<file path="config.mk">
export PLATFORM = sky130hd
export DESIGN_NAME = coef_reg_file
export DESIGN_NICKNAME = d
export VERILOG_FILES = /design/src/hdl/dot_engine_pkg.sv /design/src/hdl/coef_reg_file.sv
export VERILOG_INCLUDE_DIRS = /design/src /design/src/include
export SDC_FILE = /design/constraint.sdc
export NUM_CORES = 1
export LEC_CHECK = 0
export ABC_AREA = 1
export BUFFER_PORTS_ARGS = -buffer_cell sky130_fd_sc_hd__buf_2
export CELL_PAD_IN_SITES_DETAIL_PLACEMENT = 0
export CELL_PAD_IN_SITES_GLOBAL_PLACEMENT = 1
export CORE_UTILIZATION = 36
export CTS_BUF_LIST = sky130_fd_sc_hd__clkbuf_4 sky130_fd_sc_hd__clkbuf_8 sky130_fd_sc_hd__clkbuf_16
export DETAILED_ROUTE_END_ITERATION = 16
export PLACE_DENSITY_LB_ADDON = 0.15
export SLEW_MARGIN = 20
export SYNTH_ARGS = -nofsm -noshare
export SYNTH_HDL_FRONTEND = slang
export SYNTH_SLANG_ARGS = --single-unit
</file>
<file path="constraint.sdc">
create_clock -name i_clk -period 1.4 [get_ports i_clk]
set_input_delay 0.28 -clock i_clk [delete_from_list [all_inputs] [get_ports i_clk]]
set_output_delay 0.28 -clock i_clk [all_outputs]
set_load 0.02 [all_outputs]
</file>
<file path="src/include/dot_engine_config.svh">
// --------------------------------------
// Dot engine configuration.
// Bus widths, register count and response codes.
// --------------------------------------
`ifndef DOT_ENGINE_CONFIG_SVH
`define DOT_ENGINE_CONFIG_SVH

// --------------------------------------
// Bus widths.
// Address width of the slave bus.
`define DE_ADDR_W 32
// Data and coefficient width.
`define DE_DATA_W 32
// One strobe bit per data byte.
`define DE_STRB_W 4

// --------------------------------------
// Register map.
// Number of coefficient registers.
`define DE_NUM_COEF 4
// Register index bits in the address.
`define DE_WORD_IDX_W 2
// Byte offset bits below the index.
`define DE_BYTE_OFF_W 2

// --------------------------------------
// Response codes.
`define DE_RESP_OKAY 2'b00
`define DE_RESP_SLVERR 2'b10

`endif
</file>
<file path="src/hdl/dot_engine_pkg.sv">
// --------------------------------------
// Dot engine types.
// Bus structs, address union and coefficient types.
// --------------------------------------
`default_nettype none

`include "dot_engine_config.svh"

package dot_engine_pkg;

    // One data word, also one coefficient.
    typedef logic [`DE_DATA_W-1:0] data_word_t;

    // Coefficient set or input vector, element 0 at the low end.
    typedef data_word_t [`DE_NUM_COEF-1:0] coef_vec_t;

    // Address split into upper bits, register index and byte offset.
    typedef struct packed {
        logic [`DE_ADDR_W-`DE_WORD_IDX_W-`DE_BYTE_OFF_W-1:0] upper;
        logic [`DE_WORD_IDX_W-1:0] word_idx;
        logic [`DE_BYTE_OFF_W-1:0] byte_off;
    } axil_addr_fields_t;

    // Same address word, plain or decoded.
    typedef union packed {
        logic [`DE_ADDR_W-1:0] raw;
        axil_addr_fields_t fields;
    } axil_addr_u;

    // --------------------------------------
    // Write side, master to slave.
    typedef struct packed {
        logic awvalid;
        logic [`DE_ADDR_W-1:0] awaddr;
        logic wvalid;
        data_word_t wdata;
        logic [`DE_STRB_W-1:0] wstrb;
        logic bready;
    } axil_wr_req_t;

    // Write side, slave to master.
    typedef struct packed {
        logic awready;
        logic wready;
        logic bvalid;
        logic [1:0] bresp;
    } axil_wr_rsp_t;

    // Read side, master to slave.
    typedef struct packed {
        logic arvalid;
        logic [`DE_ADDR_W-1:0] araddr;
        logic rready;
    } axil_rd_req_t;

    // Read side, slave to master.
    typedef struct packed {
        logic arready;
        logic rvalid;
        data_word_t rdata;
        logic [1:0] rresp;
    } axil_rd_rsp_t;

    // One byte-strobed register update.
    typedef struct packed {
        logic en;
        logic [`DE_WORD_IDX_W-1:0] idx;
        data_word_t data;
        logic [`DE_STRB_W-1:0] strb;
    } coef_wr_t;

endpackage

`default_nettype wire

</file>
<file path="src/hdl/coef_reg_file.sv">
// --------------------------------------
// Coefficient register file.
// Four words with byte-strobed update.
// --------------------------------------
`timescale 1ns/1ps
`default_nettype none

`include "dot_engine_config.svh"

module coef_reg_file (
    input wire logic i_clk,
    input wire logic i_sync_rst,
    input wire dot_engine_pkg::coef_wr_t i_coef_wr,
    output dot_engine_pkg::coef_vec_t o_coefs
);

    // The four coefficients, cleared at reset.
    dot_engine_pkg::coef_vec_t r_coefs;

    // Merged word for the indexed register.
    dot_engine_pkg::data_word_t merged_word;

    // --------------------------------------
    // Byte merge.
    // Strobed bytes come from the update, the rest stay.
    always_comb begin
        merged_word = r_coefs[i_coef_wr.idx];
        for (int b = 0; b < `DE_STRB_W; b++) begin
            if (i_coef_wr.strb[b]) begin
                merged_word[b*8 +: 8] = i_coef_wr.data[b*8 +: 8];
            end
        end
    end

    // --------------------------------------
    // Storage.
    // Range is checked upstream, enable is trusted.
    always_ff @(posedge i_clk) begin
        if (i_sync_rst) begin
            r_coefs <= '0;
        end else if (i_coef_wr.en) begin
            r_coefs[i_coef_wr.idx] <= merged_word;
        end
    end

    // Whole set goes to readback and the datapath.
    assign o_coefs = r_coefs;

endmodule

`default_nettype wire

</file>
==> metrics.cfg <==
[outcome]
outcome = finished clean

[cts]
numCtsBuffers = 17
insertion_delay_ps = 410
cts_tree = yes
cts_root_buf = clkbuf_16
cts.sinks = 128
path_clk_slew_ps = 60
cts_hold_buf = 0
postCtsSetupBuffers = 0
ctsResizeCount = 0
clockBufferDepth = 2
cts_htree_levels = 4

[setup_path]
critical-path-slowest-cell = dfxtp_1
path_buf_inv = 1
worstPathRequired_ps = 1120
endpoint_kind = output pin
cp.arrival_ps = 990
startpoint_type = flop
path_cells = buf_2
cp_max_fo = 3
critical_path_class = flop to output pin
cp_top_family = flip-flops
critPathMaxStageDelay_ps = 390

[final_layout]
final_common_cell = nand2_1
nets = 1000
layout-drive-gt1-share_pct = 26.91
final_cells = 1181
final_cell_mix = 288 x nand2_1, 168 x buf_2, 128 x a21oi_1, 128 x dfxtp_1, 98 x o21ai_0
stdcell_area_um2 = 7383
multi_input_area_um2 = 2788
seqCellArea_um2 = 2562
fillers = 1596
num_antenna_cells = 0
synthToLayoutAreaGrowth_pct = 30.96
largest_register_ffs = 128

[power_and_ir_drop]
ir_drop_uv = 896.6
p_leak_uw = 0.003636
pwr_density_cell_nw_per_um2 = 1291

[synthesis]
ys_seq_area_share_pct = 45.45
ys_types = 15
syn-num-nets = 852
syn_inst = 811
ys_seq_elements = 128
ys_warn_count = 0
syn_avg_cell_area_um2 = 6.952
syn_area_um2 = 5638

[timing]
fin_crit_ps = 1272
tightest_slew_ps = 516.5
slew_viol_final = 0
setup_viol = 0
finalClockSkew_ps = 8.484
rsz0062_at_grt = false
max_freq_ghz = 0.7864
finalHoldViolations = 0
slew_headroom_pct = 65.53
min_period_over_period_pct = 90.83

[drt]
avgRoutedWirePerCell_um = 14.94
viasPerCell = 4.877
drt_iter0_drc = 410
first_pass_iters = 6
finalWirelength_mm = 17.64
vias = 5760
ant_nets = 0
route.detailed.drc = 0

[placed_design]
place.gp.congestion = 0.7803
io_buffers = 168
placed_cell_area_um2 = 6828
dp_hpwl_mm = 11.37
dp_cells = 1151

[global_routing]
grt-ovfl-total = 0
antenna_found_initial = 0
grt_pass1_vias = 5225
grt_max_degree = 65
grt_usage_pct = 22.12
grt_pass1_wl_mm = 28.01

[worst_hold_path]
hold_path.class = input port to flop

[die]
start_util_pct = 36.95
core_um2 = 15260
io_pins = 169
fp.dieH_um = 127.1
fp-row-count = 45
die_w_um = 127.1
dieArea_um2 = 16170

[flow_run]
drv_cap = 0

per-layer routing:
metal	vias to the layer above	wire length (µm)	global-route usage, %	part of all wire, %
met5	-	0	0	0
met4	0	191	6.933	1.1
met3	17	1022	5.402	5.8
met2	178	7827	33.68	44
met1	2571	8603	30.75	49
li1	2994	-	-	-
power by group:
group	total (µW)	switching [µW]	leakage [µW]	internal (µW)
combinational	1350	879	0.00230	468
clock	4190	1560	0.000285	2630
sequential	3990	150	0.00105	3840
total	9530	2590	0.00364	6930
Yosys cell counts (all sizes together):
library cell / n / area [µm²]
clkbuf: 37 / 138.9
or2: 32 / 200.2
nand3: 32 / 160.2
a21oi: 128 / 640.6
o21ai: 128 / 640.6
inv: 8 / 30.03
dfxtp: 128 / 2562
nand2: 288 / 1081
nor3: 4 / 58.81
buf: 26 / 125.1
final timing paths:
| kind | slack [ps] | end | cells past startpoint | startpoint |
|---|---|---|---|---|
| worst max-delay path | 130 | o_coefs[78] | 1 | o_coefs[78] |
| worst min-delay path | 280 | o_coefs[108] | 4 | i_coef_wr[16] |
| worst max register to register | 420 | o_coefs[26] | 6 | o_coefs[26] |
| worst min register to register | 530 | o_coefs[109] | 2 | o_coefs[109] |
through the flow:
| step | power [µW] | worst slack, ps | hold slack, ps | setup TNS, ps | utilization [%] |
|---|---|---|---|---|---|
| 2_1_floorplan | 4889 | 86.54 | 538.5 | 0 | - |
| 3_3_place_gp | 5419 | -6.891 | 520.6 | -25.01 | 44.75 |
| 3_5_place_dp | 5420 | -36.43 | 520.6 | -514.0 | 44.75 |
| 4_1_cts | 9611 | 116.2 | 269.0 | 0 | 48.39 |
| 5_1_grt | 9956 | 85.87 | 295.3 | 0 | 48.39 |
| 6_report | 9528 | 128.4 | 276.7 | 0 | 48.39 |
area by class of cell:
cell class | count | area share (%)
multi-input combinational | 612 | 37.76
sequential | 128 | 34.71
timing repair buffer | 192 | 16.03
clock buffer | 23 | 6.711
tap | 211 | 3.576
clock inverter | 7 | 0.8134
inverter | 8 | 0.4067
cells by family after synthesis:
kind of cell	share of synthesized area, %
flip-flops	45.45
AO/OA/AOI/OAI	22.73
AND/OR/NAND/NOR	26.61
buffers and inverters	5.215
No activity file was read; power rests on OpenSTA's default activity.
