### src/include/dot_engine_config.svh
// --------------------------------------
// Dot engine configuration.
// Bus widths, register count and response codes.
// --------------------------------------
`ifndef DOT_ENGINE_CONFIG_SVH
`define DOT_ENGINE_CONFIG_SVH

// --------------------------------------
// Bus widths.
// Address width of the slave bus.
`define DE_ADDR_W 32
// Data and coefficient width.
`define DE_DATA_W 32
// One strobe bit per data byte.
`define DE_STRB_W 4

// --------------------------------------
// Register map.
// Number of coefficient registers.
`define DE_NUM_COEF 4
// Register index bits in the address.
`define DE_WORD_IDX_W 2
// Byte offset bits below the index.
`define DE_BYTE_OFF_W 2

// --------------------------------------
// Response codes.
`define DE_RESP_OKAY 2'b00
`define DE_RESP_SLVERR 2'b10

`endif
### src/hdl/dot_engine_pkg.sv
// --------------------------------------
// Dot engine types.
// Bus structs, address union and coefficient types.
// --------------------------------------
`default_nettype none

`include "dot_engine_config.svh"

package dot_engine_pkg;

    // One data word, also one coefficient.
    typedef logic [`DE_DATA_W-1:0] data_word_t;

    // Coefficient set or input vector, element 0 at the low end.
    typedef data_word_t [`DE_NUM_COEF-1:0] coef_vec_t;

    // Address split into upper bits, register index and byte offset.
    typedef struct packed {
        logic [`DE_ADDR_W-`DE_WORD_IDX_W-`DE_BYTE_OFF_W-1:0] upper;
        logic [`DE_WORD_IDX_W-1:0] word_idx;
        logic [`DE_BYTE_OFF_W-1:0] byte_off;
    } axil_addr_fields_t;

    // Same address word, plain or decoded.
    typedef union packed {
        logic [`DE_ADDR_W-1:0] raw;
        axil_addr_fields_t fields;
    } axil_addr_u;

    // --------------------------------------
    // Write side, master to slave.
    typedef struct packed {
        logic awvalid;
        logic [`DE_ADDR_W-1:0] awaddr;
        logic wvalid;
        data_word_t wdata;
        logic [`DE_STRB_W-1:0] wstrb;
        logic bready;
    } axil_wr_req_t;

    // Write side, slave to master.
    typedef struct packed {
        logic awready;
        logic wready;
        logic bvalid;
        logic [1:0] bresp;
    } axil_wr_rsp_t;

    // Read side, master to slave.
    typedef struct packed {
        logic arvalid;
        logic [`DE_ADDR_W-1:0] araddr;
        logic rready;
    } axil_rd_req_t;

    // Read side, slave to master.
    typedef struct packed {
        logic arready;
        logic rvalid;
        data_word_t rdata;
        logic [1:0] rresp;
    } axil_rd_rsp_t;

    // One byte-strobed register update.
    typedef struct packed {
        logic en;
        logic [`DE_WORD_IDX_W-1:0] idx;
        data_word_t data;
        logic [`DE_STRB_W-1:0] strb;
    } coef_wr_t;

endpackage

`default_nettype wire

### src/hdl/inner_product_unit.sv
// --------------------------------------
// Inner product of the input vector and coefficients.
// --------------------------------------
`timescale 1ns/1ps
`default_nettype none

`include "dot_engine_config.svh"

module inner_product_unit (
    input wire logic i_clk,
    input wire logic i_sync_rst,
    input wire dot_engine_pkg::coef_vec_t i_vec,
    input wire logic i_vec_valid,
    input wire dot_engine_pkg::coef_vec_t i_coefs,
    output dot_engine_pkg::data_word_t o_in_prod,
    output logic o_in_prod_valid
);

    dot_engine_pkg::data_word_t prod_sum;
    // First stage, sum and its strobe.
    dot_engine_pkg::data_word_t r_sum;
    logic r_sum_valid;

    // Products and sum kept to the low 32 bits.
    always_comb begin
        prod_sum = '0;
        for (int i = 0; i < `DE_NUM_COEF; i++) begin
            prod_sum = prod_sum + dot_engine_pkg::data_word_t'(i_vec[i] * i_coefs[i]);
        end
    end

    // Sum uses the coefficients at the strobe edge.
    always_ff @(posedge i_clk) begin
        if (i_vec_valid) begin
            r_sum <= prod_sum;
        end
        if (r_sum_valid) begin
            o_in_prod <= r_sum;
        end
    end

    // Strobe pipeline, two stages deep.
    always_ff @(posedge i_clk) begin
        if (i_sync_rst) begin
            r_sum_valid <= 1'b0;
            o_in_prod_valid <= 1'b0;
        end else begin
            r_sum_valid <= i_vec_valid;
            o_in_prod_valid <= r_sum_valid;
        end
    end

endmodule

`default_nettype wire

### config.mk
export PLATFORM = sky130hd
export DESIGN_NAME = inner_product_unit
export DESIGN_NICKNAME = d
export VERILOG_FILES = /design/src/hdl/dot_engine_pkg.sv /design/src/hdl/inner_product_unit.sv
export VERILOG_INCLUDE_DIRS = /design/src /design/src/include
export SDC_FILE = /design/constraint.sdc
export NUM_CORES = 2
export LEC_CHECK = 0
export BUFFER_PORTS_ARGS = -buffer_cell sky130_fd_sc_hd__buf_2
export CORE_AREA = 2 2 368 370
export DETAILED_ROUTE_END_ITERATION = 6
export DIE_AREA = 0 0 370 372
export HOLD_SLACK_MARGIN = 0.15
export PLACE_DENSITY = 0.78
export SETUP_SLACK_MARGIN = 0.05
export SYNTH_ARGS = -nofsm -noshare
export SYNTH_HDL_FRONTEND = slang
export SYNTH_SLANG_ARGS = --single-unit
export TNS_END_PERCENT = 20
### constraint.sdc
create_clock -name i_clk -period 8.01 [get_ports i_clk]
set_input_delay 0.4005 -clock i_clk [delete_from_list [all_inputs] [get_ports i_clk]]
set_output_delay 0.4005 -clock i_clk [all_outputs]
set_load 0.02 [all_outputs]
==> impl_metrics.yaml <==
logic_synthesis:
  synth_common_cells: "2033 x inv_1, 1799 x fa_1, 1233 x nand2_1"
  yosys_most_used_dff: "edfxtp_1"
  synth_seq_area_share_pct: 2.95
  yosysMostFrequentCell: "inv_1"
  avgSynthCellArea_sq_um: 9.17
  syn_area_sq_mm: 0.0664
  syn_inst: 7238
  synth_top_area_share_pct: 54.2
  synth_area_leaders: "fa_1 54%, inv_1 11%, ha_1 9.3%, and2_1 8.4%, nand2_1 7.0%"
  ys.warnings.count: 0
  synthDistinctLibCells: 41
  synth_nets: 9788
  synth-async-reset-ratio_pct: 0
  synth_edf_count: 64
  ys_seq_elements: 66
  synth_top_area_cell: "fa_1"
route:
  firstDrtPassIters: 7
  wl_per_cell_um: 22.3
  ant_nets: 0
  num_vias: 50200
  drcViolationCount: 0
  drt-initial-drc-count: 3971
  routed_wl_um: 215000
  vias_per_cell: 5.19
clock_tree:
  max-clock-path-buffers: 2
  clk_latency_ns: 0.34
  cts_root_buf: "clkbuf_16"
  cts_sinks: 66
  holdBufCountCts: 0
  clk_pin_slew_worst_paths_ns: 0.07
  h-tree-depth: 3
  tritoncts: "yes"
  cts_buffers: 9
critical_path:
  worst_path_most_repeated_cell: "fa_1"
  cpPeakStageDelay_ns: 0.60
  crit_arrival_ns: 8.45
  crit_start: "i_coefs[99]"
  path_class: "in -> reg"
  crit_required_ns: 8.10
  timing.critical_path.fanout_max: 10
  critPathCaptureType: "flip-flop"
  r2r-start: "r_sum_valid"
  r2r_slack_ns: 6.97
  crit_path_top_delay_cell: "fa_1"
  critPathLaunchType: "input pin"
status:
  violations: "negative setup slack"
  outcome: "complete, but fails checks"
timing:
  clock_skew_ns: 0.00958
  setup_viol: 14
  period_share_pct: 104
  rsz0062_at_grt: "yes"
  period_needed_ns: 8.36
  slew_viol_final: 0
  fin_ws_ns: -0.353
  hold_slack_ns: 0.233
  maxSlewHeadroom_pct: 27.6
  hold_viol_final: 0
  fmax_ghz: 0.120
  tightest_slew_ns: 1.08
flow_run:
  maxCapViolCount: 0
min_path:
  worstHoldStart: "i_sync_rst"
  hold_class: "in -> reg"
floorplanning:
  die_area_sq_mm: 0.138
  start_util_pct: 49.5
  core_area_sq_mm: 0.134
  fp-row-count: 135
  io_pins: 292
  fp.dieW_um: 370
  die_y_um: 372
placed_design:
  dpl.cell_count: 9646
  place_congestion: 1.04
  place_hpwl_um: 196000
  place_ws_ns: -1.05
  portBuffers: 291
layout:
  synthToLayoutAreaGrowth_pct: 14.1
  drive_gt1_share_pct: 14.5
  nNetsFinal: 10400
  final_util_pct: 56.4
  stdcell_count: 9680
global_route:
  grt_pass1_wl_um: 330000
  grt-ovfl-total: 0
  antenna_found_initial: 19
  grt_pass1_vias: 55900
  grt_max_degree: 34
  gr-usage-all-layers_pct: 32.3
critical path: cells and delay by family:
| kind | cells | cell delay (ns) |
|---|---|---|
| AOI/OAI and AO/OA | 7 | 1.32 |
| adders and majority gates | 12 | 5.66 |
| buffers and inverters | 8 | 0.58 |
| and+or+nand+nor | 2 | 0.33 |
| xor gates and xnor gates | 1 | 0.13 |
layer usage:
metal / GRT usage (%) / wire length (um) / vias up
met4: 17.6 / 14400 / 22
met5: 0 / 134 / -
met2: 52.5 / 101000 / 2356
met1: 40.7 / 80100 / 25900
li1: - / - / 21300
met3: 6.49 / 19700 / 610
cells by family (layout without fill, tap and decap cells):
group	Yosys count	after routing	synth area share (%)
AO/OA/AOI/OAI	73	73	0.786
XOR/XNOR	279	279	3.72
adder cells (fa/ha/maj)	2291	2291	63.5
buffers and inverters	2381	3034	13.5
flip-flops	66	66	2.95
multiplexers	1	1	0.0170
other	0	8	0
AND/OR/NAND/NOR	2147	2147	15.5
cell type report:
cell class | count | area [sq um]
Antenna cell | 8 | 20.0
Clock inverter | 7 | 100
Clock buffer | 9 | 225
Timing Repair Buffer | 985 | 7590
Sequential cell | 66 | 1960
Fill cell | 11700 | 58500
Multi-Input combinational cell | 4791 | 56000
Tap cell | 1781 | 2230
Inverter | 2033 | 7630
state kept, by name (all words and copies together), names as in the netlist:
name,flops
o_in_prod_valid,1
r_sum,32
r_sum_valid,1
o_in_prod,32
layout by cell type, fill, tap and decap left out, drive strengths merged:
cell type	synthesis	layout
a2111oi	1	1
inv	2033	2035
clkbuf	329	15
a21o	17	17
dfxtp	2	2
xor2	50	50
and3	1	1
a21oi	24	24
clkinv	0	3
nor2	10	10
o41ai	1	1
nor3	3	3
bufinv	0	2
o31a	1	1
buf	19	979
o31ai	3	3
fa	1799	1799
a211o	1	1
and2	887	887
nor3b	1	1
a211oi	2	2
a221o	2	2
edfxtp	64	64
nor2b	3	3
xnor2	228	228
nand2	1233	1233
ha	492	492
mux2	1	1
o2111ai	1	1
xnor3	1	1
diode	0	8
nand4	2	2
nand2b	1	1
nand3	6	6
o21a	5	5
o311ai	1	1
o21ai	4	4
o21bai	10	10
path summary, 6_finish.rpt:
kind	endpoint	cells past startpoint
setup / recovery	r_sum[31]	30
hold / removal	o_in_prod_valid	2
setup reg to reg	o_in_prod[29]	1
hold reg to reg	o_in_prod[12]	0
per-stage QoR:
step / area, sq um / setup TNS, ns
after floorplan: 67000 / -1.49
after global placement: 74500 / -12.75
final: 75800 / -3.07
after global routing: 75800 / -6.36
after CTS: 75600 / -2.99
after detailed placement: 74500 / -14.22
repair_timing:
item	CTS	global route
gates resized for setup	244	27
endpoints found under the setup margin	18	19
pin swaps	129	23
buffers inserted	10	0
Power is not shown: default switching activity piles up to over one toggle a cycle in this logic, so the estimate is an artifact.
