--- config.mk ---
export PLATFORM = sky130hd
export DESIGN_NAME = axil_read_channel
export DESIGN_NICKNAME = d
export VERILOG_FILES = /design/src/hdl/dot_engine_pkg.sv /design/src/hdl/axil_read_channel.sv
export VERILOG_INCLUDE_DIRS = /design/src /design/src/include
export SDC_FILE = /design/constraint.sdc
export NUM_CORES = 1
export LEC_CHECK = 0
export BUFFER_PORTS_ARGS = -buffer_cell sky130_fd_sc_hd__buf_4
export CORE_UTILIZATION = 40
export DETAILED_ROUTE_END_ITERATION = 12
export PLACE_DENSITY = 0.78
export SETUP_SLACK_MARGIN = 0.4
export SYNTH_ARGS = -nofsm -noshare
export SYNTH_HDL_FRONTEND = slang
export SYNTH_SLANG_ARGS = --single-unit
--- constraint.sdc ---
create_clock -name i_clk -period 1.6 [get_ports i_clk]
set_input_delay 0.16 -clock i_clk [delete_from_list [all_inputs] [get_ports i_clk]]
set_output_delay 0.16 -clock i_clk [all_outputs]
set_load 0.01 [all_outputs]
--- src/include/dot_engine_config.svh ---
// --------------------------------------
// Dot engine configuration.
// Bus widths, register count and response codes.
// --------------------------------------
`ifndef DOT_ENGINE_CONFIG_SVH
`define DOT_ENGINE_CONFIG_SVH

// --------------------------------------
// Bus widths.
// Address width of the slave bus.
`define DE_ADDR_W 32
// Data and coefficient width.
`define DE_DATA_W 32
// One strobe bit per data byte.
`define DE_STRB_W 4

// --------------------------------------
// Register map.
// Number of coefficient registers.
`define DE_NUM_COEF 4
// Register index bits in the address.
`define DE_WORD_IDX_W 2
// Byte offset bits below the index.
`define DE_BYTE_OFF_W 2

// --------------------------------------
// Response codes.
`define DE_RESP_OKAY 2'b00
`define DE_RESP_SLVERR 2'b10

`endif
--- src/hdl/dot_engine_pkg.sv ---
// --------------------------------------
// Dot engine types.
// Bus structs, address union and coefficient types.
// --------------------------------------
`default_nettype none

`include "dot_engine_config.svh"

package dot_engine_pkg;

    // One data word, also one coefficient.
    typedef logic [`DE_DATA_W-1:0] data_word_t;

    // Coefficient set or input vector, element 0 at the low end.
    typedef data_word_t [`DE_NUM_COEF-1:0] coef_vec_t;

    // Address split into upper bits, register index and byte offset.
    typedef struct packed {
        logic [`DE_ADDR_W-`DE_WORD_IDX_W-`DE_BYTE_OFF_W-1:0] upper;
        logic [`DE_WORD_IDX_W-1:0] word_idx;
        logic [`DE_BYTE_OFF_W-1:0] byte_off;
    } axil_addr_fields_t;

    // Same address word, plain or decoded.
    typedef union packed {
        logic [`DE_ADDR_W-1:0] raw;
        axil_addr_fields_t fields;
    } axil_addr_u;

    // --------------------------------------
    // Write side, master to slave.
    typedef struct packed {
        logic awvalid;
        logic [`DE_ADDR_W-1:0] awaddr;
        logic wvalid;
        data_word_t wdata;
        logic [`DE_STRB_W-1:0] wstrb;
        logic bready;
    } axil_wr_req_t;

    // Write side, slave to master.
    typedef struct packed {
        logic awready;
        logic wready;
        logic bvalid;
        logic [1:0] bresp;
    } axil_wr_rsp_t;

    // Read side, master to slave.
    typedef struct packed {
        logic arvalid;
        logic [`DE_ADDR_W-1:0] araddr;
        logic rready;
    } axil_rd_req_t;

    // Read side, slave to master.
    typedef struct packed {
        logic arready;
        logic rvalid;
        data_word_t rdata;
        logic [1:0] rresp;
    } axil_rd_rsp_t;

    // One byte-strobed register update.
    typedef struct packed {
        logic en;
        logic [`DE_WORD_IDX_W-1:0] idx;
        data_word_t data;
        logic [`DE_STRB_W-1:0] strb;
    } coef_wr_t;

endpackage

`default_nettype wire

--- src/hdl/axil_read_channel.sv ---
// --------------------------------------
// Read channel of the slave bus.
// Returns the addressed coefficient and holds it until taken.
// --------------------------------------
`timescale 1ns/1ps
`default_nettype none

`include "dot_engine_config.svh"

module axil_read_channel (
    input wire logic i_clk,
    input wire logic i_sync_rst,
    input wire dot_engine_pkg::axil_rd_req_t i_rd_req,
    output dot_engine_pkg::axil_rd_rsp_t o_rd_rsp,
    input wire dot_engine_pkg::coef_vec_t i_coefs
);

    // Control state.
    logic r_arready;
    // Address latched, data due next edge.
    logic r_rd_pend;
    logic r_rvalid;

    // Held read data and response.
    dot_engine_pkg::data_word_t r_rdata;
    logic [1:0] r_rresp;

    // Latched read address, no reset.
    dot_engine_pkg::axil_addr_u r_araddr;

    logic rd_accept;
    logic rd_xfer;
    logic rd_in_range;

    // Only one read in flight, nothing new while data waits.
    assign rd_accept = i_rd_req.arvalid && !r_arready && !r_rd_pend && !r_rvalid;
    assign rd_xfer = r_arready && i_rd_req.arvalid;
    assign rd_in_range = (r_araddr.fields.upper == '0);

    // --------------------------------------
    // Handshake and data FSM.
    always_ff @(posedge i_clk) begin
        if (i_sync_rst) begin
            r_arready <= 1'b0;
            r_rd_pend <= 1'b0;
            r_rvalid <= 1'b0;
            r_rdata <= '0;
            r_rresp <= `DE_RESP_OKAY;
        end else begin
            // Single-cycle ready pulse.
            r_arready <= rd_accept;
            r_rd_pend <= rd_xfer;
            if (r_rd_pend) begin
                r_rvalid <= 1'b1;
                // Out of range reads return zero.
                r_rdata <= rd_in_range ? i_coefs[r_araddr.fields.word_idx] : '0;
                r_rresp <= rd_in_range ? `DE_RESP_OKAY : `DE_RESP_SLVERR;
            end else if (r_rvalid && i_rd_req.rready) begin
                r_rvalid <= 1'b0;
            end
        end
    end

    // Address capture at the handshake.
    always_ff @(posedge i_clk) begin
        if (rd_xfer) begin
            r_araddr.raw <= i_rd_req.araddr;
        end
    end

    // Drive the bus response.
    assign o_rd_rsp.arready = r_arready;
    assign o_rd_rsp.rvalid = r_rvalid;
    assign o_rd_rsp.rdata = r_rdata;
    assign o_rd_rsp.rresp = r_rresp;

endmodule

`default_nettype wire

==> flow_summary_export.csv <==
group,metric,value,unit
detailed_routing,wl,9.97,mm
sta,setup_viol,0,
die,num_rows,33,
sta,clock.fmax,656,MHz
synthesis,synth_nets,407,
die,die_x,94.4,um
synthesis,syn_avg_cell_area,14.1,um2
critical_path,cp_max_fo,33,
sta,timing.final.crit_share,0.952,
detailed_routing,vias,3018,
hold_path,worstHoldStart,"i_rd_req[33]",
clock_network,clock_sinks,66,
sta,fin_tns_setup,0,ns
global_route,grt_first_pass_wirelength,15.1,mm
run_status,outcome,"finished, final reports clean",
detailed_routing,route.detailed.drc,0,
clock_network,clk_pin_slew_worst_paths,0.08,ns
clock_network,htree_levels,3,
critical_path,rr_worst_depth,4,
clock_network,cts_tree,"built",
place,placed_area,5020,um2
global_route,grt_use_total,0.229,
layout,seqCellArea,1620,um2
place,dpl.hpwl,6.65,mm
detailed_routing,first_pass_iters,4,
global_route,grt_pass1_vias,3138,
critical_path,timing.rr.start,"r_araddr[21]",
clock_network,numCtsBuffers,9,
detailed_routing,drtIter0Drc,92,
critical_path,critPathKind,"reg2reg",
synthesis,yosys_warnings,0,
detailed_routing,viasPerCell,5.20,
layout,synthToLayoutAreaGrowth,65.9,%
synthesis,ys_seq_area_frac,0.475,
clock_network,clock_path_buffers,2,
synthesis,synth_area,3420,um2
layout,postLayoutCellArea,5670,um2
sta,final_max_slew_viol_count,0,
critical_path,cp-end-kind,"flip-flop",
sta,final.min_clock_period,1.52,ns
critical_path,regToRegSetupSlack,0.08,ns
global_route,antenna_found_initial,0,
critical_path,crit_arrival,1.74,ns
sta,rsz0062_at_grt,"yes",
global_route,grt_overflow,0,
sta,clock-skew-final,0.00977,ns
layout,num_antenna_cells,0,
sta,hold_viol_final,0,
sta,slew_headroom,0.631,
sta,worst_slew_pin_slew,0.554,ns
global_route,grt_max_degree,36,
layout,multi_input_area,1690,um2
hold_path,min_to,"r_rd_pend",
die,io_pins,200,
synthesis,ys_ff_latch,66,
layout,layout-drive-gt1-share,0.669,
sta,hold_slack,0.0868,ns
layout,n_fill_cell,598,
clock_network,insertion_delay,0.33,ns
die,start_util,0.414,
place,io_buffer_count,196,
power_and_ir_drop,pwr_density_cell,648,nW/um2
critical_path,worstSetupStartpointType,"flip-flop",
layout,nets,634,
power_and_ir_drop,peakVddDrop,0.000485,V
place,gp_congestion,0.743,
synthesis,synth_cell_type_count,24,
job,cap_violations,0,
synthesis,synthCells,243,
die,fp.dieArea,8910,um2
clock_network,root_buffer,"clkbuf_8",
die,die_h,94.4,um
critical_path,r2r_end,"r_rresp[1]",
detailed_routing,detail-route-antenna-nets,0,
critical_path,crit_required,1.82,ns
hold_path,holdPathStages,3,
die,core-area,8260,um2
power_and_ir_drop,p_leak,2.19,nW
hold_path,hp-class,"in2reg",
detailed_routing,wire_per_inst,17.2,um
[cell families after synthesis]
kind of cell | share of synthesized area
compound gates | 0.152
buf+inv | 0.0531
flops | 0.475
mux | 0.211
other cells | 0.00110
simple gates | 0.108
[worst max path at each step]
stage | cells past startpoint | slack (ns) | endpoint | start
floorplan | 5 | 0.20 | r_rdata[19] | r_araddr[2]
global placement | 4 | 0.09 | r_rdata[27] | r_araddr[2]
finish | 4 | 0.08 | r_rresp[1] | r_araddr[21]
detailed placement | 4 | 0.06 | r_rdata[10] | r_araddr[2]
global route | 4 | 0.01 | r_rdata[16] | r_araddr[16]
CTS | 5 | 0.09 | r_rdata[4] | r_araddr[2]
[placed cells by master (no fill, tap or decap)]
| master | n |
|---|---|
| edfxtp_1 | 30 |
| nor2b_2 | 1 |
| buf_6 | 1 |
| nand2b_1 | 2 |
| o32ai_1 | 2 |
| nand2_2 | 17 |
| clkinv_1 | 2 |
| nor4_4 | 1 |
| nor4_2 | 6 |
| inv_6 | 1 |
| clkbuf_8 | 9 |
| nand2_1 | 47 |
| dlygate4sd3_1 | 30 |
| nor2_1 | 3 |
| o32ai_2 | 30 |
| buf_12 | 6 |
| and2_4 | 1 |
| clkinvlp_4 | 2 |
| clkinv_4 | 3 |
| inv_1 | 1 |
| nor4_1 | 1 |
| dfxtp_1 | 36 |
| nand3_2 | 1 |
| conb_1 | 1 |
| buf_4 | 203 |
| nand4_2 | 1 |
| o31a_1 | 1 |
| clkbuf_16 | 1 |
| buf_16 | 2 |
| mux4_2 | 32 |
| a21oi_1 | 1 |
[metal layers]
layer | part of all wire | track usage | wire length, um
met5 | 0 | 0 | 0
met4 | 0.014 | 0.0692 | 135
met3 | 0.076 | 0.0668 | 762
met2 | 0.54 | 0.426 | 5340
met1 | 0.37 | 0.249 | 3730
[worst max-delay path, stage by stage (launching register included)]
cell      delay, ns
edfxtp_1       0.39
nor4_2         0.35
nand3_2        0.14
buf_12         0.21
o31a_1         0.29
[synth_stat cells, drive strengths merged]
| library cell | n | area, um2 |
|---|---|---|
| nand2 | 64 | 240 |
| dfxtp | 36 | 721 |
| mux4 | 32 | 721 |
| o32ai | 32 | 505 |
| edfxtp | 30 | 901 |
| buf | 21 | 151 |
| nor4 | 8 | 75.1 |
| clkbuf | 6 | 22.5 |
| nor2 | 3 | 11.3 |
| nand2b | 2 | 12.5 |
| a21oi | 1 | 5.00 |
| and2 | 1 | 6.26 |
| clkinv | 1 | 3.75 |
| conb | 1 | 3.75 |
| inv | 1 | 3.75 |
| nand3 | 1 | 5.00 |
| nand4 | 1 | 12.5 |
| nor2b | 1 | 6.26 |
| o31a | 1 | 8.76 |
[power breakdown]
group	leakage (nW)	total [W]	internal, W	switching [W]
Sequential	0.564	0.00180	0.00179	0.0000135
Clock	0.0835	0.00126	0.000570	0.000688
Combinational	1.54	0.000609	0.000434	0.000175
Total	2.19	0.00367	0.00279	0.000876
[state kept, by name, indices dropped and copies added (netlist names)]
signal     count
r_rvalid       1
r_rdata       32
r_araddr      30
r_arready      1
r_rresp        1
r_rd_pend      1
[final cells by class]
class,instances,area share
Inverter,2,0.00132
Timing Repair Buffer,243,0.359
Clock buffer,9,0.0219
Tap cell,105,0.0232
Multi-Input combinational cell,148,0.299
Clock inverter,7,0.00949
Sequential cell,66,0.286
[metrics by stage]
| step | setup WS [ns] | total power, W | utilization | instances |
|---|---|---|---|---|
| 2_1_floorplan | 0.199 | 0.00203 | - | 243 |
| 4_1_cts | 0.0851 | 0.00368 | 0.678 | 579 |
| 6_report | 0.0761 | 0.00367 | 0.686 | 580 |
| 5_1_grt | 0.0141 | 0.00383 | 0.686 | 580 |
| 3_5_place_dp | 0.0581 | 0.00236 | 0.608 | 529 |
| 3_3_place_gp | 0.0857 | 0.00235 | 0.608 | 529 |
[repair_timing]
item / CTS / global route
gates resized for setup: 10 / 15
hold buffers: 30 / 0
setup buffers: 2 / 0
gates cloned: 2 / 1
pin swaps: 1 / 13
endpoints found under the setup margin: 51 / 33
hold endpoints to repair: 30 / 0
Note: power is estimated with default switching activity, not from simulation.
