===== config.mk =====
export PLATFORM = sky130hd
export DESIGN_NAME = axil_write_channel
export DESIGN_NICKNAME = d
export VERILOG_FILES = /design/src/hdl/dot_engine_pkg.sv /design/src/hdl/axil_write_channel.sv
export VERILOG_INCLUDE_DIRS = /design/src /design/src/include
export SDC_FILE = /design/constraint.sdc
export NUM_CORES = 1
export LEC_CHECK = 0
export ABC_CLOCK_PERIOD_IN_PS = 6700
export BUFFER_PORTS_ARGS = -buffer_cell sky130_fd_sc_hd__buf_4
export CORE_MARGIN = 4
export CORE_UTILIZATION = 36
export DETAILED_ROUTE_END_ITERATION = 12
export GPL_ROUTABILITY_DRIVEN = 0
export GPL_TIMING_DRIVEN = 0
export PLACE_DENSITY = 0.66
export SLEW_MARGIN = 20
export SYNTH_ARGS = -nofsm -noshare
export SYNTH_HDL_FRONTEND = slang
export SYNTH_SLANG_ARGS = --single-unit
export TNS_END_PERCENT = 10

===== constraint.sdc =====
create_clock -name i_clk -period 6.7 [get_ports i_clk]
set_input_delay 0.67 -clock i_clk [delete_from_list [all_inputs] [get_ports i_clk]]
set_output_delay 0.67 -clock i_clk [all_outputs]
set_load 0.02 [all_outputs]

===== src/include/dot_engine_config.svh =====
// --------------------------------------
// Dot engine configuration.
// Bus widths, register count and response codes.
// --------------------------------------
`ifndef DOT_ENGINE_CONFIG_SVH
`define DOT_ENGINE_CONFIG_SVH

// --------------------------------------
// Bus widths.
// Address width of the slave bus.
`define DE_ADDR_W 32
// Data and coefficient width.
`define DE_DATA_W 32
// One strobe bit per data byte.
`define DE_STRB_W 4

// --------------------------------------
// Register map.
// Number of coefficient registers.
`define DE_NUM_COEF 4
// Register index bits in the address.
`define DE_WORD_IDX_W 2
// Byte offset bits below the index.
`define DE_BYTE_OFF_W 2

// --------------------------------------
// Response codes.
`define DE_RESP_OKAY 2'b00
`define DE_RESP_SLVERR 2'b10

`endif

===== src/hdl/dot_engine_pkg.sv =====
// --------------------------------------
// Dot engine types.
// Bus structs, address union and coefficient types.
// --------------------------------------
`default_nettype none

`include "dot_engine_config.svh"

package dot_engine_pkg;

    // One data word, also one coefficient.
    typedef logic [`DE_DATA_W-1:0] data_word_t;

    // Coefficient set or input vector, element 0 at the low end.
    typedef data_word_t [`DE_NUM_COEF-1:0] coef_vec_t;

    // Address split into upper bits, register index and byte offset.
    typedef struct packed {
        logic [`DE_ADDR_W-`DE_WORD_IDX_W-`DE_BYTE_OFF_W-1:0] upper;
        logic [`DE_WORD_IDX_W-1:0] word_idx;
        logic [`DE_BYTE_OFF_W-1:0] byte_off;
    } axil_addr_fields_t;

    // Same address word, plain or decoded.
    typedef union packed {
        logic [`DE_ADDR_W-1:0] raw;
        axil_addr_fields_t fields;
    } axil_addr_u;

    // --------------------------------------
    // Write side, master to slave.
    typedef struct packed {
        logic awvalid;
        logic [`DE_ADDR_W-1:0] awaddr;
        logic wvalid;
        data_word_t wdata;
        logic [`DE_STRB_W-1:0] wstrb;
        logic bready;
    } axil_wr_req_t;

    // Write side, slave to master.
    typedef struct packed {
        logic awready;
        logic wready;
        logic bvalid;
        logic [1:0] bresp;
    } axil_wr_rsp_t;

    // Read side, master to slave.
    typedef struct packed {
        logic arvalid;
        logic [`DE_ADDR_W-1:0] araddr;
        logic rready;
    } axil_rd_req_t;

    // Read side, slave to master.
    typedef struct packed {
        logic arready;
        logic rvalid;
        data_word_t rdata;
        logic [1:0] rresp;
    } axil_rd_rsp_t;

    // One byte-strobed register update.
    typedef struct packed {
        logic en;
        logic [`DE_WORD_IDX_W-1:0] idx;
        data_word_t data;
        logic [`DE_STRB_W-1:0] strb;
    } coef_wr_t;

endpackage

`default_nettype wire


===== src/hdl/axil_write_channel.sv =====
// --------------------------------------
// Write channel of the slave bus.
// Accepts address and data together, issues one register update.
// --------------------------------------
`timescale 1ns/1ps
`default_nettype none

`include "dot_engine_config.svh"

module axil_write_channel (
    input wire logic i_clk,
    input wire logic i_sync_rst,
    input wire dot_engine_pkg::axil_wr_req_t i_wr_req,
    output dot_engine_pkg::axil_wr_rsp_t o_wr_rsp,
    output dot_engine_pkg::coef_wr_t o_coef_wr
);

    // --------------------------------------
    // Control state.
    // Channel free to take a new write.
    logic r_idle;
    // Drives both awready and wready.
    logic r_addr_rdy;
    // Address and data latched, response due next edge.
    logic r_wr_pend;
    logic r_bvalid;
    logic [1:0] r_bresp;
    // One-cycle register update enable.
    logic r_wr_en;

    // Payload, loaded at the handshake.
    dot_engine_pkg::axil_addr_u r_awaddr;
    dot_engine_pkg::data_word_t r_wdata;
    logic [`DE_STRB_W-1:0] r_wstrb;
    logic [`DE_WORD_IDX_W-1:0] r_wr_idx;

    logic wr_accept;
    logic wr_xfer;
    logic wr_in_range;

    // Both valids must be present before the slave offers ready.
    assign wr_accept = r_idle && i_wr_req.awvalid && i_wr_req.wvalid;
    // Address and data move on the same edge.
    assign wr_xfer = r_addr_rdy && i_wr_req.awvalid && i_wr_req.wvalid;
    // Any set bit above the word index is out of range.
    assign wr_in_range = (r_awaddr.fields.upper == '0);

    // --------------------------------------
    // Handshake and response FSM.
    always_ff @(posedge i_clk) begin
        if (i_sync_rst) begin
            r_idle <= 1'b1;
            r_addr_rdy <= 1'b0;
            r_wr_pend <= 1'b0;
            r_bvalid <= 1'b0;
            r_bresp <= `DE_RESP_OKAY;
            r_wr_en <= 1'b0;
        end else begin
            // Ready is a single-cycle pulse.
            r_addr_rdy <= wr_accept;
            r_wr_pend <= wr_xfer;
            // Update only for an address inside the map.
            r_wr_en <= r_wr_pend && wr_in_range;
            if (wr_accept) begin
                r_idle <= 1'b0;
            end
            if (r_wr_pend) begin
                r_bvalid <= 1'b1;
                r_bresp <= wr_in_range ? `DE_RESP_OKAY : `DE_RESP_SLVERR;
            end else if (r_bvalid && i_wr_req.bready) begin
                // Response taken, channel free again.
                r_bvalid <= 1'b0;
                r_idle <= 1'b1;
            end
        end
    end

    // --------------------------------------
    // Payload capture.
    always_ff @(posedge i_clk) begin
        if (wr_xfer) begin
            r_awaddr.raw <= i_wr_req.awaddr;
            r_wdata <= i_wr_req.wdata;
            r_wstrb <= i_wr_req.wstrb;
        end
        // Index is taken from the decoded view.
        if (r_wr_pend) begin
            r_wr_idx <= r_awaddr.fields.word_idx;
        end
    end

    // Drive the bus response.
    assign o_wr_rsp.awready = r_addr_rdy;
    assign o_wr_rsp.wready = r_addr_rdy;
    assign o_wr_rsp.bvalid = r_bvalid;
    assign o_wr_rsp.bresp = r_bresp;

    // Drive the register update.
    assign o_coef_wr.en = r_wr_en;
    assign o_coef_wr.idx = r_wr_idx;
    assign o_coef_wr.data = r_wdata;
    assign o_coef_wr.strb = r_wstrb;

endmodule

`default_nettype wire


==> metrics.txt, run 1 <==
crit end category primary output; Via Count 1343; Setup-failing EPs final 0; CP most frequent cell buf_4; pre-CTS setup slack 4890 ps; Final ANT Viol Nets 0; worst-path fanout max 3; kind of critical path reg -> out; Post-route DRC 0; placed inst area 3320 sq um; Mapped Cells 103; Setup Fix Bufs, Post-CTS 0; Worst path max stage delay 330 ps; final hold slack 431 ps; Total GRT Usage 12.4%; Ports 117; flops & latches, synth 74; Initial Utilization 37.0%; R2R cell count 2; number of synthesized flops with an enable pin 68; crit-path cells buf_4, buf_4; Inserted Diodes 0; Die W 88.8 um; nets 301; total wire length after detailed routing 4640 um; max cap viols 0; sequential share of the synthesized area 92.1%; Slowest-stage cell, CP dfxtp_1; DIE HEIGHT 88.8 um; unrepaired setup endpoints after global routing no; first-pass GRT wire length 6930 um; Worst Hold Class reg -> reg; cts hold-fix bufs 0; Setup TNS 0 ps; CTS sink count 74; CTS tree done; P_leak 0.00137 uW; Yosys top cell by area edfxtp_1; CTS max path bufs 2; most numerous cell in the Yosys netlist edfxtp_1; Tmin final 1600 ps; clock skew 9.81 ps; Primary FF master, synth edfxtp_1; drt first pass iters 4; Synth top area share 86.9%; Cell Rows 29; cts bufs inserted 9; port bufs 113; initial antenna violation count 0; hold depth 0; post-synthesis cell type count 18; Max Clock Freq 625 MHz; Pwr Density 241 nW/um^2; top post-synthesis cells by area edfxtp_1, dfxtp_1, buf_4; ratio of cells with drive above 1 in the final layout 58.2%; vias per inst 4.35; crit path DAT 930 ps; Slew Limit Fails 0; Req. time, crit path 6030 ps; Mapped Area 2350 sq um; largest net degree at the start of global routing 47; clock slew at reported path FFs 70 ps; Hold Fails Final Rpt 0; die area 7880 sq um; Synth async-reset ratio 0%; status finished, final reports clean; CP Launch Type flip-flop; wire per inst 15.0 um; P&R area growth vs syn 48.1%; post-CTS sizing 0; Final Cell Area 3480 sq um; fin crit share 23.9%; placed cell count 294; 1st-iter DRT viols 63; setup ws final 5100 ps; Non-Filler Instances 309; Avg Inst Size Synth 22.8 sq um; H-tree level count 3; Ys Warns 0; GRT overflow 0; vias in the first global route 1430; maximum vdd ir drop 128 uV; core area 6350 sq um; Commonest cells post-synth edfxtp_1, dfxtp_1, buf_4, nor4_1, nor2_1; syn_nets 176; clk_lat worst skew 330 ps; clock root buffer clkbuf_8
==> cell type report <==
class	instances	area [sq um]
Inverter	1	3.75
Sequential cell	74	2160
Clock buffer	9	124
Buffer	5	37.5
Fill cell	511	2870
Timing Repair Buffer	114	868
Clock inverter	6	35.0
Multi-Input combinational cell	23	150
Tap cell	77	96.3
==> path summary, 6_finish.rpt <==
kind | startpoint | endpoint | slack, ps
setup / recovery | r_bvalid | o_wr_rsp[2] | 5100
hold / removal | r_awaddr[3] | r_wr_idx[1] | 430
setup reg to reg | r_addr_rdy | r_wdata[7] | 5310
hold reg to reg | r_awaddr[3] | r_wr_idx[1] | 430
==> metrics by stage <==
stage | util [%] | power (uW)
6_report | 54.8 | 839
2_1_floorplan | - | 529
4_1_cts | 54.8 | 852
5_1_grt | 54.8 | 878
3_5_place_dp | 52.3 | 565
3_3_place_gp | 51.9 | 564
==> worst max-delay path: cells and delay by family (launching register included) <==
family	cells	cell delay (ps)
flops	1	330
buf+inv	2	280
==> cells in the final DEF, fill, tap and decap left out, types with 2 or more instances in the layout <==
| cell type | Yosys | final |
|---|---|---|
| clkinv_2 | 0 | 3 |
| clkbuf_8 | 0 | 9 |
| nor2_1 | 3 | 3 |
| and4_1 | 2 | 2 |
| a21oi_1 | 2 | 2 |
| buf_4 | 5 | 118 |
| dfxtp_1 | 6 | 6 |
| nand2_1 | 2 | 2 |
| edfxtp_1 | 68 | 68 |
| nor4_1 | 5 | 5 |
==> power breakdown <==
group / internal (uW) / switching [uW] / total (uW) / leakage, uW
registers: 509 / 1.46 / 510 / 0.000662
clock network: 130 / 155 / 285 / 0.0000823
logic: 30.6 / 13.5 / 44.1 / 0.000628
total: 669 / 170 / 839 / 0.00137
==> state kept, by name, summed over array words and instances (netlist names) <==
| signal | count |
|---|---|
| r_wdata | 32 |
| r_bvalid | 1 |
| r_bresp | 1 |
| r_wr_en | 1 |
| r_wstrb | 4 |
| r_awaddr | 30 |
| r_wr_pend | 1 |
| r_wr_idx | 2 |
| r_idle | 1 |
| r_addr_rdy | 1 |
==> metal layers <==
layer	up-vias	track usage [%]	part of all wire [%]	wire length (um)
li1	650	-	-	-
met1	597	12.8	36	1670
met2	87	17.5	43	2000
met3	9	9.87	19	875
met4	0	7.42	2.0	95
met5	-	0	0	0
==> cells by family (layout without fill, tap and decap cells) <==
| kind of cell | Yosys count | in the layout | share of synthesized area, % |
|---|---|---|---|
| and+or+nand+nor | 19 | 19 | 5.27 |
| other | 1 | 1 | 0.160 |
| buffers and inverters | 6 | 135 | 1.76 |
| DFF | 74 | 74 | 92.1 |
| AOI/OAI and AO/OA | 3 | 3 | 0.746 |
(Power assumes the default switching activity.)
==> inputs of run 2 (changes only) <==
--- a/config.mk
+++ b/config.mk
@@ -6,7 +6,7 @@
 export SDC_FILE = /design/constraint.sdc
 export NUM_CORES = 1
 export LEC_CHECK = 0
-export ABC_CLOCK_PERIOD_IN_PS = 6700
+export ABC_CLOCK_PERIOD_IN_PS = 1540
 export BUFFER_PORTS_ARGS = -buffer_cell sky130_fd_sc_hd__buf_4
 export CORE_MARGIN = 4
 export CORE_UTILIZATION = 36
==> constraint.sdc (replaced) <==
create_clock -name i_clk -period 1.54 [get_ports i_clk]
set_input_delay 0.154 -clock i_clk [delete_from_list [all_inputs] [get_ports i_clk]]
set_output_delay 0.154 -clock i_clk [all_outputs]
set_load 0.02 [all_outputs]
==> run 2 against run 1 <==
Net effect: clock skew fell by 2.7 ps; non-clock buffer count up 66; global-route usage is 4.0 points higher; critical path type is now reg -> reg.
==> metrics.txt, run 2 (same netlist as run 1, synthesis figures left out) <==
status finished, final reports clean (unchanged); P_leak 0.00168 uW (was 0.00137 uW); vias in the first global route 1855 (was 1430); Total GRT Usage 16.4% (was 12.4%); Worst Hold Class in -> reg (was reg -> reg); 1st-iter DRT viols 43 (was 63); Initial Utilization 37.0% (unchanged); biggest registers after layout r_wdata (32), r_awaddr (30), r_wstrb (4) (unchanged); Reg power frac 50.8% (was 60.8%); most frequent cells in the layout buf_4, edfxtp_1, dlygate4sd3_1 (was buf_4, edfxtp_1, clkbuf_8); clock slew at reported path FFs 80 ps (was 70 ps); H-tree level count 3 (unchanged); cts bufs inserted 9 (unchanged); Sw Ratio 19.1% (was 20.3%); clk_lat worst skew 330 ps (about the same); fin crit share 87.0%; Pwr Density 1040 nW/um^2 (was 241 nW/um^2); vias per inst 4.35 (about the same); Setup TNS 0 ps (unchanged); largest net degree at the start of global routing 68 (was 47); final hold slack 49.3 ps (was 431 ps); max cap viols 0 (unchanged); Max Clock Freq 747 MHz; Logic pwr share 7.8% (was 5.3%); Via Count 1641 (was 1343); Slew Limit Fails 0 (unchanged); initial antenna violation count 0 (unchanged); Ports 117 (unchanged); DIE HEIGHT 88.8 um (unchanged); Setup Fix Bufs, Post-CTS 0 (unchanged); Slowest-stage cell, CP and3_4 (was dfxtp_1); Clock power frac 41.4% (was 33.9%); die area 7880 sq um (unchanged); Post-route DRC 0 (unchanged); ratio of cells with drive above 1 in the final layout 45.3% (was 58.2%); CP delay by family, top simple AND/OR/NAND/NOR gates (was flip-flops); maximum vdd ir drop 640 uV (was 128 uV); crit end category flip-flop (was primary output); Cell Rows 29 (unchanged); CTS sink count 74 (unchanged); core area 6350 sq um (unchanged); Req. time, crit path 1510 ps (was 6030 ps); Die W 88.8 um (unchanged); drt first pass iters 4 (unchanged); sw power 835 uW (was 170 uW); reg2reg setup slack 200 ps (was 5310 ps); Power Internal 3540 uW (was 669 uW); wire per inst 16.8 um (was 15.0 um); Setup-failing EPs final 0 (unchanged); CTS tree done (unchanged); port bufs 113 (unchanged); Final ANT Viol Nets 0 (unchanged); crit-path cells and3_4 (was buf_4, buf_4); CP Buf/Inv Count 0 (was 2); Inserted Diodes 0 (unchanged); Worst path max stage delay 540 ps (was 330 ps); CTS max path bufs 2 (unchanged); worst-path fanout max 34 (was 3); most common cell after layout, fill and taps aside buf_4 (unchanged); crit path DAT 1310 ps (was 930 ps); nets 368 (was 301); first-pass GRT wire length 9180 um (was 6930 um); clock root buffer clkbuf_8 (unchanged); total wire length after detailed routing 6320 um (was 4640 um); kind of critical path reg -> reg (was reg -> out); GRT overflow 0 (unchanged); P&R area growth vs syn 79.8% (was 48.1%); Tmin final 1340 ps; most flop-heavy register r_wdata (unchanged); CP Launch Type flip-flop (unchanged); unrepaired setup endpoints after global routing no (unchanged); max FFs per register 32 (unchanged); clock skew 7.15 ps (was 9.81 ps); Hold Fails Final Rpt 0 (unchanged)
run 2: power by group through the flow:
stage,Sequential [uW],Combinational (uW),Clock (uW)
floorplan,2280,23.3,0
global placement,2260,188,0
detailed placement,2270,192,0
CTS,2220,327,1830
global route,2220,367,1950
finish,2220,341,1810
run 2: metrics by stage:
step / util [%] / std cells / setup slack, ps / area [sq um] / total power, uW
after floorplan: - / 103 / 212 / 2350 / 2300
after global placement: 51.9 / 293 / 21.0 / 3300 / 2450
after detailed placement: 51.9 / 293 / 22.7 / 3300 / 2460
after CTS: 66.2 / 375 / 9.15 / 4200 / 4370
after global routing: 66.5 / 377 / 143 / 4220 / 4540
final: 66.5 / 377 / 201 / 4220 / 4370
run 2: per-layer routing:
layer | global-route usage (%) | routed length [um] | up-vias
met5 | 0 | 0 | -
met3 | 9.31 | 769 | 6
li1 | - | - | 785
met2 | 26.1 | 3080 | 89
met4 | 7.01 | 70 | 0
met1 | 17.9 | 2400 | 761
run 2: path summary, 6_finish.rpt:
path                    start  cells after the start          end
setup / recovery   r_addr_rdy                      1  r_awaddr[3]
hold / removal    i_wr_req[0]                      3       r_idle
setup reg to reg   r_addr_rdy                      1  r_awaddr[3]
hold reg to reg   r_awaddr[2]                      0  r_wr_idx[0]
run 2: cell type report:
class / count / area, sq um
sequential: 74 / 2160
fill: 419 / 2130
timing repair buffer: 180 / 1520
multi-input combinational: 24 / 161
clock buffer: 10 / 128
clock inverter: 6 / 115
tap: 77 / 96.3
buffer: 5 / 37.5
inverter: 1 / 3.75
run 2: what timing repair did:
| action | in CTS | in global routing |
|---|---|---|
| resized for setup | 0 | 1 |
| hold buffers | 66 | 1 |
| hold endpoints to repair | 66 | 1 |
| endpoints found under the setup margin | 0 | 66 |
